[config.mk]
export PLATFORM = sky130hd
export DESIGN_NAME = glb_strm_top
export DESIGN_NICKNAME = d
export VERILOG_FILES = /design/src/source/glb_param_pkg.sv /design/src/source/glb_packet_pkg.sv /design/src/source/glb_bank_if.sv /design/src/source/glb_core_strm_router.sv /design/src/source/glb_core_switch.sv /design/src/source/glb_bank.sv /design/src/source/glb_strm_top.sv
export SDC_FILE = /design/constraint.sdc
export NUM_CORES = 2
export LEC_CHECK = 0
export BUFFER_PORTS_ARGS = -buffer_cell sky130_fd_sc_hd__buf_4
export CELL_PAD_IN_SITES_DETAIL_PLACEMENT = 0
export CELL_PAD_IN_SITES_GLOBAL_PLACEMENT = 1
export CORE_MARGIN = 5
export CORE_UTILIZATION = 30
export DETAILED_ROUTE_END_ITERATION = 10
export GPL_TIMING_DRIVEN = 0
export PLACE_DENSITY = 0.51
export REMOVE_ABC_BUFFERS = 1
export SYNTH_ARGS = -nofsm -noshare
export SYNTH_HDL_FRONTEND = slang
export SYNTH_SLANG_ARGS = --single-unit
export TNS_END_PERCENT = 20
[constraint.sdc]
create_clock -name clk -period 9.81 [get_ports clk]
set_input_delay 1.962 -clock clk [delete_from_list [all_inputs] [get_ports clk]]
set_output_delay 1.962 -clock clk [all_outputs]
set_load 0.02 [all_outputs]
[src/source/glb_param_pkg.sv]
// sizes shared by every tile of the ring
// NUM_TILES must be even so that the end tile is an odd tile
// BANK_DEPTH must equal 2**BANK_ADDR_WIDTH
`default_nettype none

package glb_param_pkg;

    // tiles in the ring
    localparam int NUM_TILES = 4;

    // tile index, wide enough for NUM_TILES
    localparam int TILE_ID_WIDTH = 2;

    // word address inside one bank
    localparam int BANK_ADDR_WIDTH = 6;

    // words per bank
    localparam int BANK_DEPTH = 64;

    // data word carried by packets and stored in banks
    localparam int DATA_WIDTH = 16;

endpackage

`default_nettype wire

[src/source/glb_packet_pkg.sv]
// packet format of the ring, 28 bits wide
// PKT_NONE is all zero so a cleared register is an empty slot
`default_nettype none

package glb_packet_pkg;

    import glb_param_pkg::*;

    // packet opcodes
    typedef enum logic [1:0] {
        PKT_NONE = 2'd0,
        PKT_WR   = 2'd1,
        PKT_RD   = 2'd2,
        PKT_RSP  = 2'd3
    } pkt_kind_e;

    // one ring slot
    typedef struct packed {
        // opcode, PKT_NONE for an empty slot
        pkt_kind_e                  kind;
        // tile that issued the request, also the response target
        logic [TILE_ID_WIDTH-1:0]   src;
        // tile owning the address
        logic [TILE_ID_WIDTH-1:0]   dst;
        // word address in the owning bank
        logic [BANK_ADDR_WIDTH-1:0] addr;
        // write data, or read data in a response
        logic [DATA_WIDTH-1:0]      data;
    } packet_t;

endpackage

`default_nettype wire

[src/source/glb_bank_if.sv]
// link between a core switch and its memory bank
// strobes are single cycle, read data follows one cycle after rd_en
`timescale 1ns/1ps
`default_nettype none

interface glb_bank_if;

    import glb_param_pkg::*;

    // driven by the switch
    logic                       wr_en;
    logic                       rd_en;
    logic [BANK_ADDR_WIDTH-1:0] addr;
    logic [DATA_WIDTH-1:0]      wr_data;

    // driven by the bank
    logic [DATA_WIDTH-1:0]      rd_data;

    // switch side
    modport ctrl (
        output wr_en, rd_en, addr, wr_data,
        input  rd_data
    );

    // memory side
    modport mem (
        input  wr_en, rd_en, addr, wr_data,
        output rd_data
    );

endinterface

`default_nettype wire

[src/source/glb_core_strm_router.sv]
// even tiles move packets west to east, odd tiles east to west
// tile 0 turns the ring at its west side, tile NUM_TILES-1 at its east side
// the unused outer input of a turnaround tile is ignored
`timescale 1ns/1ps
`default_nettype none

module glb_core_strm_router #(
    parameter logic [glb_param_pkg::TILE_ID_WIDTH-1:0] tile_id = '0
) (
    input  logic                    clk,
    input  logic                    clk_en,
    input  logic                    reset,

    input  glb_packet_pkg::packet_t packet_w2e_wsti,
    output glb_packet_pkg::packet_t packet_e2w_wsto,
    input  glb_packet_pkg::packet_t packet_e2w_esti,
    output glb_packet_pkg::packet_t packet_w2e_esto,
    input  glb_packet_pkg::packet_t packet_sw2sr,
    output glb_packet_pkg::packet_t packet_sr2sw
);

    import glb_param_pkg::*;
    import glb_packet_pkg::*;

    // role of this tile, fixed at elaboration
    localparam logic IS_EVEN  = (tile_id[0] == 1'b0);
    localparam logic IS_START = (tile_id == '0);
    localparam logic IS_END   = (int'(tile_id) == NUM_TILES - 1);

    packet_t w2e_wsti_turned;
    packet_t e2w_esti_turned;
    packet_t w2e_esto_int;
    packet_t e2w_wsto_int;
    packet_t sw2sr_q;

    // start tile loops its own west output back in
    assign w2e_wsti_turned = IS_START ? e2w_wsto_int : packet_w2e_wsti;
    // end tile loops its own east output back in
    assign e2w_esti_turned = IS_END ? w2e_esto_int : packet_e2w_esti;

    // core to router pipeline stage, second half of a hop
    always_ff @(posedge clk or posedge reset) begin
        if (reset) begin
            sw2sr_q <= '0;
        end else if (clk_en) begin
            sw2sr_q <= packet_sw2sr;
        end
    end

    // own packet goes out in the tile's direction
    // the other direction passes straight through
    assign w2e_esto_int = IS_EVEN ? sw2sr_q : w2e_wsti_turned;
    assign e2w_wsto_int = IS_EVEN ? e2w_esti_turned : sw2sr_q;

    // switch listens on its upstream side, no register on this path
    assign packet_sr2sw = IS_EVEN ? w2e_wsti_turned : e2w_esti_turned;

    assign packet_w2e_esto = w2e_esto_int;
    assign packet_e2w_wsto = e2w_wsto_int;

    // frozen ring keeps both ring outputs
    a_hold_when_frozen : assert property (
        @(posedge clk) disable iff (reset)
        !clk_en |=> $stable(packet_w2e_esto) && $stable(packet_e2w_wsto)
    ) else $error("router %0d ring output changed while clk_en low", tile_id);

endmodule

`default_nettype wire

[src/source/glb_core_switch.sv]
// per-tile control: executes, answers, delivers, forwards or injects packets
// one pending host request; host_req_valid is only taken while clk_en is high
// host_rsp_valid is shown for exactly one enabled cycle
// forwarded traffic always wins over injection
`timescale 1ns/1ps
`default_nettype none

module glb_core_switch #(
    parameter logic [glb_param_pkg::TILE_ID_WIDTH-1:0] tile_id = '0
) (
    input  logic                                      clk,
    input  logic                                      clk_en,
    input  logic                                      reset,

    input  glb_packet_pkg::packet_t                   packet_sr2sw,
    output glb_packet_pkg::packet_t                   packet_sw2sr,

    input  logic                                      host_req_valid,
    input  logic                                      host_req_write,
    input  logic [glb_param_pkg::TILE_ID_WIDTH-1:0]   host_req_dst,
    input  logic [glb_param_pkg::BANK_ADDR_WIDTH-1:0] host_req_addr,
    input  logic [glb_param_pkg::DATA_WIDTH-1:0]      host_req_data,
    output logic                                      host_req_busy,
    output logic                                      host_rsp_valid,
    output logic [glb_param_pkg::DATA_WIDTH-1:0]      host_rsp_data,

    glb_bank_if.ctrl                                  bank
);

    import glb_param_pkg::*;
    import glb_packet_pkg::*;

    packet_t in_pkt;
    packet_t out_d;
    packet_t out_q;
    packet_t pend_pkt;
    logic    pend_valid;
    logic    rsp_d;
    logic    rsp_q;
    logic    rsp_valid_q;
    logic    exec_wr;
    logic    exec_rd;
    logic    deliver;
    logic    forward;
    logic    inject;
    logic    accept;

    assign in_pkt = packet_sr2sw;

    // decode by opcode and own id
    assign exec_wr = (in_pkt.kind == PKT_WR) && (in_pkt.dst == tile_id);
    assign exec_rd = (in_pkt.kind == PKT_RD) && (in_pkt.dst == tile_id);
    assign deliver = (in_pkt.kind == PKT_RSP) && (in_pkt.src == tile_id);
    assign forward = (in_pkt.kind != PKT_NONE) && !exec_wr && !exec_rd && !deliver;

    // new host request only when nothing is pending
    assign accept = clk_en && host_req_valid && !pend_valid;

    // bank access in the arrival cycle
    assign bank.wr_en   = clk_en && exec_wr;
    assign bank.rd_en   = clk_en && exec_rd;
    assign bank.addr    = in_pkt.addr;
    assign bank.wr_data = in_pkt.data;

    // next outgoing slot
    always_comb begin
        out_d  = '0;
        rsp_d  = 1'b0;
        inject = 1'b0;
        if (exec_rd) begin
            // header now, data from the bank next cycle
            out_d      = in_pkt;
            out_d.kind = PKT_RSP;
            rsp_d      = 1'b1;
        end else if (forward) begin
            out_d = in_pkt;
        end else if (pend_valid) begin
            // free slot, either empty, written or delivered
            out_d  = pend_pkt;
            inject = 1'b1;
        end
    end

    always_ff @(posedge clk or posedge reset) begin
        if (reset) begin
            out_q       <= '0;
            rsp_q       <= 1'b0;
            pend_valid  <= 1'b0;
            rsp_valid_q <= 1'b0;
        end else if (clk_en) begin
            out_q       <= out_d;
            rsp_q       <= rsp_d;
            rsp_valid_q <= deliver;
            if (accept) begin
                pend_valid <= 1'b1;
            end else if (inject) begin
                pend_valid <= 1'b0;
            end
        end
    end

    // payload registers
    always_ff @(posedge clk) begin
        if (accept) begin
            pend_pkt.kind <= host_req_write ? PKT_WR : PKT_RD;
            pend_pkt.src  <= tile_id;
            pend_pkt.dst  <= host_req_dst;
            pend_pkt.addr <= host_req_addr;
            pend_pkt.data <= host_req_data;
        end
        if (clk_en && deliver) begin
            host_rsp_data <= in_pkt.data;
        end
    end

    // response data is patched in from the bank read
    always_comb begin
        packet_sw2sr = out_q;
        if (rsp_q) begin
            packet_sw2sr.data = bank.rd_data;
        end
    end

    assign host_req_busy  = pend_valid;
    // held value stays hidden while frozen
    assign host_rsp_valid = rsp_valid_q && clk_en;

    a_no_strobe_busy : assert property (
        @(posedge clk) disable iff (reset)
        host_req_valid |-> !host_req_busy
    ) else $error("switch %0d host strobe while busy", tile_id);

    // a response leaves with this tile as dst only when it was made here
    a_rsp_dst_own : assert property (
        @(posedge clk) disable iff (reset)
        (out_q.kind == PKT_RSP) |-> ((out_q.dst == tile_id) == rsp_q)
    ) else $error("switch %0d response with wrong dst", tile_id);

endmodule

`default_nettype wire

[src/source/glb_bank.sv]
// single-port bank, BANK_DEPTH words of DATA_WIDTH bits
// write on wr_en, read data registered on rd_en and held otherwise
// contents are undefined after reset
`timescale 1ns/1ps
`default_nettype none

module glb_bank (
    input  logic    clk,
    glb_bank_if.mem bank
);

    import glb_param_pkg::*;

    // storage
    logic [DATA_WIDTH-1:0] mem [BANK_DEPTH];

    // write port
    always_ff @(posedge clk) begin
        if (bank.wr_en) begin
            mem[bank.addr] <= bank.wr_data;
        end
    end

    // read port, one cycle latency
    // rd_data keeps its value between reads
    always_ff @(posedge clk) begin
        if (bank.rd_en) begin
            bank.rd_data <= mem[bank.addr];
        end
    end

    // single port, a read and a write never share a cycle
    a_rd_wr_excl : assert property (
        @(posedge clk)
        bank.wr_en |-> !bank.rd_en
    ) else $error("bank read and write in the same cycle");

endmodule

`default_nettype wire

[src/source/glb_strm_top.sv]
// ring of NUM_TILES global buffer tiles, loop order 0, 2, .., 3, 1
// host ports are packed per-tile vectors, index i belongs to tile i
// strobe only while the matching busy bit is low
// clk_en low freezes every tile
`timescale 1ns/1ps
`default_nettype none

module glb_strm_top (
    input  logic clk,
    input  logic reset,
    input  logic clk_en,

    input  logic [glb_param_pkg::NUM_TILES-1:0] host_req_valid,
    input  logic [glb_param_pkg::NUM_TILES-1:0] host_req_write,
    input  logic [glb_param_pkg::NUM_TILES-1:0][glb_param_pkg::TILE_ID_WIDTH-1:0]
                 host_req_dst,
    input  logic [glb_param_pkg::NUM_TILES-1:0][glb_param_pkg::BANK_ADDR_WIDTH-1:0]
                 host_req_addr,
    input  logic [glb_param_pkg::NUM_TILES-1:0][glb_param_pkg::DATA_WIDTH-1:0]
                 host_req_data,
    output logic [glb_param_pkg::NUM_TILES-1:0] host_req_busy,
    output logic [glb_param_pkg::NUM_TILES-1:0] host_rsp_valid,
    output logic [glb_param_pkg::NUM_TILES-1:0][glb_param_pkg::DATA_WIDTH-1:0]
                 host_rsp_data
);

    import glb_param_pkg::*;
    import glb_packet_pkg::*;

    // ring wires, indexed by the driving tile
    packet_t w2e_esto [NUM_TILES];
    packet_t e2w_wsto [NUM_TILES];

    genvar i;
    generate
        for (i = 0; i < NUM_TILES; i++) begin : g_tile
            packet_t w2e_wsti;
            packet_t e2w_esti;
            packet_t sw2sr;
            packet_t sr2sw;

            // outer ends are tied off, the turnaround replaces them
            if (i == 0) begin : g_west_end
                assign w2e_wsti = '0;
            end else begin : g_west_link
                assign w2e_wsti = w2e_esto[i-1];
            end

            if (i == NUM_TILES - 1) begin : g_east_end
                assign e2w_esti = '0;
            end else begin : g_east_link
                assign e2w_esti = e2w_wsto[i+1];
            end

            glb_bank_if bank_if ();

            glb_core_strm_router #(
                .tile_id (TILE_ID_WIDTH'(i))
            ) i_router (
                .clk             (clk),
                .clk_en          (clk_en),
                .reset           (reset),
                .packet_w2e_wsti (w2e_wsti),
                .packet_e2w_wsto (e2w_wsto[i]),
                .packet_e2w_esti (e2w_esti),
                .packet_w2e_esto (w2e_esto[i]),
                .packet_sw2sr    (sw2sr),
                .packet_sr2sw    (sr2sw)
            );

            glb_core_switch #(
                .tile_id (TILE_ID_WIDTH'(i))
            ) i_switch (
                .clk            (clk),
                .clk_en         (clk_en),
                .reset          (reset),
                .packet_sr2sw   (sr2sw),
                .packet_sw2sr   (sw2sr),
                .host_req_valid (host_req_valid[i]),
                .host_req_write (host_req_write[i]),
                .host_req_dst   (host_req_dst[i]),
                .host_req_addr  (host_req_addr[i]),
                .host_req_data  (host_req_data[i]),
                .host_req_busy  (host_req_busy[i]),
                .host_rsp_valid (host_rsp_valid[i]),
                .host_rsp_data  (host_rsp_data[i]),
                .bank           (bank_if.ctrl)
            );

            glb_bank i_bank (
                .clk  (clk),
                .bank (bank_if.mem)
            );
        end
    endgenerate

endmodule

`default_nettype wire

Word-level counts from Yosys, hierarchy flattened
Memory sizes are Yosys's and may differ from the RTL's. A register that Yosys moved wholly into a read port is not among the register bits.
Index checks and enable logic that the tools add are counted.
- register bits after elaboration: 404
- bits in writable memories: 4096
- memories: 4
- memory list (name ; depth ; width ; rd ports ; clocked after memory_dff ; wr ports ; line ; text):
    g_tile[0].i_bank.mem ; 64 ; 16 ; 1 ; 1 ; 1 ; glb_bank.sv:15 ; logic [DATA_WIDTH-1:0] mem [BANK_DEPTH];
    g_tile[1].i_bank.mem ; 64 ; 16 ; 1 ; 1 ; 1 ; glb_bank.sv:15 ;
    g_tile[2].i_bank.mem ; 64 ; 16 ; 1 ; 1 ; 1 ; glb_bank.sv:15 ;
    g_tile[3].i_bank.mem ; 64 ; 16 ; 1 ; 1 ; 1 ; glb_bank.sv:15 ;
- eq/ne operators: 18
- muxes and demuxes: 52
- reduce and logical (&&, ||, !) cells: 78
- operators with widths (kind ; number):
    28-bit two-way mux ; 12
    16-bit two-way mux ; 4
    1-bit logical AND ; 48
    1-bit two-way mux ; 32
    2-bit == test (second input constant) ; 12
    1-bit logical NOT ; 16
    2-bit nonzero test ; 8
    2-bit by 1-bit == test with 1-bit output (second input constant) ; 6
    2-bit two-way mux ; 4
    2-bit AND reduction ; 4
    2-bit logical NOT ; 2

Depth between registers and ports, before layout
- word-level depth: 10
- depth in mapped cells: 9

By module
A second synthesis with hierarchy kept.
- cells, all modules: 10655
- area, all modules: 179079.3 sq um
- modules (own cells, without submodules) (module ; instances ; cells each ; area each (sq um) ; seq. area each (sq um)):
    glb_bank ; 4 ; 2264 ; 39640.5 ; 31230.0
    glb_core_strm_router ; 4 ; 116 ; 1566.5 ; 700.7
    glb_core_switch at g_tile[3].i_switch ; 1 ; 314 ; 3753.6 ; 2037.0
    glb_core_switch at g_tile[0].i_switch ; 1 ; 306 ; 3703.6 ; 2037.0
    glb_core_switch at g_tile[2].i_switch ; 1 ; 283 ; 3479.6 ; 2037.0
    glb_core_switch at g_tile[1].i_switch ; 1 ; 231 ; 3310.7 ; 2037.0
    glb_strm_top ; 1 ; 1 ; 3.8 ; 0.0

Worst setup path before layout
OpenSTA, ideal clock, no wires.
- path type: input-to-output
- from: input port clk_en
- to: output port host_rsp_valid[0] (netlist bit)
- arrival time: 2887 ps
- data required time: 7848 ps
- slack: 4961 ps
- cell stages on the path: 5
- path buffers: 4
- cells stage by stage: buf_2 > clkbuf_1 > clkbuf_1 > and2_1 > buf_4
- longest elaborated chain between the ends: 1
- RTL lines (item ; line ; text):
    from (decl) ; glb_strm_top.sv:11 ; input logic clk_en,
    1-bit logical AND ; glb_core_switch.sv:126 ; assign host_rsp_valid = rsp_valid_q && clk_en;
    to (decl) ; glb_strm_top.sv:22 ; output logic [glb_param_pkg::NUM_TILES-1:0] host_rsp_valid,
No other way between the ends.

Worst setup path after layout
- from: input port clk_en
- to: memory g_tile[3].i_bank.mem[30][12] (enable)
- longest elaborated chain between the ends: 3
- RTL lines (item ; line ; text):
    1-bit logical AND ; glb_core_switch.sv:60 ; assign bank.wr_en = clk_en && exec_wr;
    1-bit two-way mux ; glb_bank.sv:19 ; if (bank.wr_en) begin
    1-bit two-way mux (implied by the code) ; glb_bank.sv:20 ; mem[bank.addr] <= bank.wr_data;
    to (decl) ; glb_bank.sv:15 ;
No other way between the ends.

==> results.json <==
{
  "status": "complete, but fails checks",
  "violations": "capacitance limit, slew limit",
  "wirelength_um": 504000,
  "die_h_um": 772,
  "finalClockSkew_ns": 0.0714,
  "ys_warn_count": 0,
  "dp_slack_ns": 2.35,
  "first_iter_violations": 8404,
  "synth_top_area_share_pct": 74.6,
  "cts_buffers": 475,
  "vias": 91600,
  "cpPeakStageDelay_ns": 0.81,
  "overflow": 0,
  "synthCells": 9333,
  "syn-cell-area_um2": 174000,
  "clk_latency_ns": 1.03,
  "synth.avg_cell_area_um2": 18.7,
  "setup_slack_ns": 3.22,
  "start_util_pct": 30.0,
  "portBuffers": 178,
  "r2r-start": "g_tile[3].i_router.packet_e2w_wsto[18]",
  "coreArea_um2": 580000,
  "synth_flop_cell": "edfxtp_1",
  "crit_start": "clk_en",
  "post-route-period-util_pct": 67.2,
  "power_density_nw_per_um2": 286,
  "start_kind": "input port",
  "cts.sinks": 4564,
  "num_rows": 280,
  "grt_max_degree": 157,
  "min_path_type": "reg2reg",
  "clk_pin_slew_ns": 0.06,
  "synth.ff_latch_count": 4564,
  "worstPathRequired_ns": 10.53,
  "finalHoldViolCount": 0,
  "max_freq_ghz": 0.152,
  "cts_tree": "built",
  "drcViolationCount": 0,
  "r2r-end": "g_tile[1].i_bank.mem[36][2]",
  "finalCriticalPeriod_ns": 6.59,
  "ir_worst_vdd_mv": 0.178,
  "worst-r2r-cell-count": 9,
  "nNetsFinal": 9867,
  "crit_arrival_ns": 7.31,
  "crit_family": "simple AND/OR/NAND/NOR gates",
  "dr.pass1.iters": 6,
  "drive_gt1_share_pct": 22.0,
  "crit_type": "in2reg",
  "grt_pass1_vias": 92200,
  "boundaryPins": 179,
  "cts_buffer_depth": 4,
  "holdWs_ns": 0.482,
  "via_per_inst": 5.11,
  "synth-edff-count": 4328,
  "rrSetupSlack_ns": 4.84,
  "dpl_cell_area_um2": 192000,
  "cts_htree_levels": 5,
  "postCtsHoldBufs": 0,
  "rsz0062_at_grt": "false",
  "cpMaxStageDelayCell": "or4b_2",
  "maxSlewHeadroom_pct": -0.702,
  "grt_usage_pct": 16.4,
  "finalSetupViolations": 0,
  "slew_violations": 15,
  "synth.distinct_cells": 62,
  "crit_fanout": 156,
  "cts_resized": 0,
  "synth_top_cell_by_area": "edfxtp_1",
  "fin_area_um2": 207000,
  "crit_cells": 10,
  "crit_path_end_kind": "register",
  "synth_area_leaders": "edfxtp_1, mux4_2, mux2i_1",
  "place_congestion": 0.766,
  "tightest_slew_ns": 1.50,
  "power_leakage_nw": 65.0,
  "async_flop_share_pct": 5.17,
  "cts_root_buffer": "clkbuf_16",
  "grt_first_pass_wirelength_um": 710000,
  "crit_buf_inv": 6,
  "antenna_found_initial": 30,
  "yosysSeqAreaShare_pct": 78.0,
  "areaGrowthSynthToFinish_pct": 19.0,
  "dp_hpwl_um": 322000,
  "endpoint": "g_tile[3].i_bank.mem[30][12]",
  "crit_chain": "buf_8 > buf_16 > buf_16 > inv_2 > buf_12 > or4b_2 > nor2_1 > nand2_1 > nor2_2 > buf_8",
  "wl_per_cell_um": 28.1,
  "die_width_um": 772,
  "cts_setup_buffers": 0,
  "ant_nets": 0,
  "drv_cap": 2,
  "dieArea_um2": 596000
}
## layout by cell type (no fill, tap or decap), types with 75 or more instances in the layout
master / instances
a21oi_1: 100
a221oi_1: 588
a22oi_1: 122
a31oi_1: 97
buf_12: 75
buf_16: 148
buf_4: 180
buf_8: 174
clkbuf_1: 98
clkbuf_16: 481
clkinv_1: 100
clkinv_2: 97
dfrtp_1: 159
edfxtp_1: 4328
mux2_2: 77
mux2i_1: 772
mux4_2: 397
nand2_1: 125
nand3_1: 102
nor2_1: 326
nor2_2: 256
o211ai_1: 88
o21ai_0: 245
o221ai_1: 90
o22a_1: 123
o22ai_1: 182
or2_2: 85
## flip-flops by register name, indices dropped and copies added, names as in the netlist
register,count
g_tile.i_bank.mem,4096
g_tile.i_switch.pend_pkt,104
g_tile.i_bank.bank.rd_data,64
g_tile.i_switch.host_rsp_data,64
g_tile.i_switch.out_q,64
g_tile.i_router.packet_w2e_esto,56
g_tile.i_router.packet_e2w_wsto,56
g_tile.i_switch.packet_sw2sr,48
g_tile.i_switch.host_req_busy,4
g_tile.i_switch.rsp_q,4
g_tile.i_switch.rsp_valid_q,4
## metrics by stage
step | util (%) | instances | total power, mW | TNS [ns]
global route | 35.7 | 17900 | 61.8 | 0
CTS | 35.7 | 17900 | 60.1 | 0
finish | 35.7 | 17900 | 59.3 | 0
floorplan | - | 8683 | 35.3 | -9172.29
detailed placement | 33.1 | 17000 | 42.4 | 0
global placement | 31.5 | 16600 | 43.5 | -
## report_power, final
part	internal (mW)	switching, mW
sequential	24.3	2.47
combinational	5.36	9.56
clock	10.1	7.58
total	39.7	19.6
## worst min path at each step
stage	startpoint	endpoint	cells past startpoint
after detailed placement	g_tile[2].i_switch.rsp_valid_q	g_tile[2].i_switch.rsp_valid_q	1
after floorplan	g_tile[2].i_switch.packet_sw2sr[23]	g_tile[2].i_switch.packet_sw2sr[23]	1
after global placement	g_tile[0].i_switch.rsp_valid_q	g_tile[0].i_switch.rsp_valid_q	1
final	g_tile[0].i_switch.rsp_valid_q	g_tile[0].i_switch.rsp_valid_q	1
after global routing	g_tile[2].i_switch.packet_sw2sr[23]	g_tile[2].i_switch.packet_sw2sr[23]	1
after CTS	g_tile[2].i_switch.packet_sw2sr[23]	g_tile[2].i_switch.packet_sw2sr[23]	1
## kinds of logic (layout without fill, tap and decap cells)
group | after synthesis | in the layout | share of synthesized area, %
DFF | 4564 | 4564 | 78.0
other | 0 | 18 | 0
AOI/OAI and AO/OA | 1713 | 1713 | 7.30
adders and majority gates | 1 | 1 | 0.00574
muxes | 1247 | 1247 | 10.1
buffers and inverters | 671 | 1495 | 1.65
and+or+nand+nor | 1137 | 1137 | 3.02
## layer usage
layer | routed length, µm | up-vias | track usage, %
met5 | 22 | - | 0
met4 | 13000 | 4 | 4.13
met3 | 30000 | 687 | 2.76
met2 | 238000 | 2685 | 26.7
met1 | 223000 | 48700 | 23.0
li1 | - | 39500 | -
## synthesized netlist by cell type (14+ instances only)
cell and n:
o22ai_1 182, o221ai_1 90, a22oi_1 122, o211ai_1 88, mux2i_1 773, nand2b_1 58, buf_2 219, a221oi_1 588
a31oi_1 97, edfxtp_1 4328, o22a_1 123, inv_1 16, mux4_2 397, clkbuf_1 350, buf_4 15, buf_1 63
mux2_2 77, nand4_1 58, a21oi_1 100, nor3_1 14, dfrtp_1 236, nand3b_1 15, nand3_1 103, or2_2 85
nor2b_1 19, o21ai_0 246, and2_1 18, nor2_1 592, nand2_1 125
## final cells by class
cell class / instances / area, µm²
sequential: 4564 / 136000
clock buffer: 595 / 12600
tap: 7755 / 9700
antenna: 18 / 45.0
clock inverter: 279 / 2580
inverter: 21 / 114
fill: 53700 / 373000
multi-input combinational: 4098 / 36500
timing repair buffer: 600 / 9800
No activity file was read; power rests on OpenSTA's default activity.
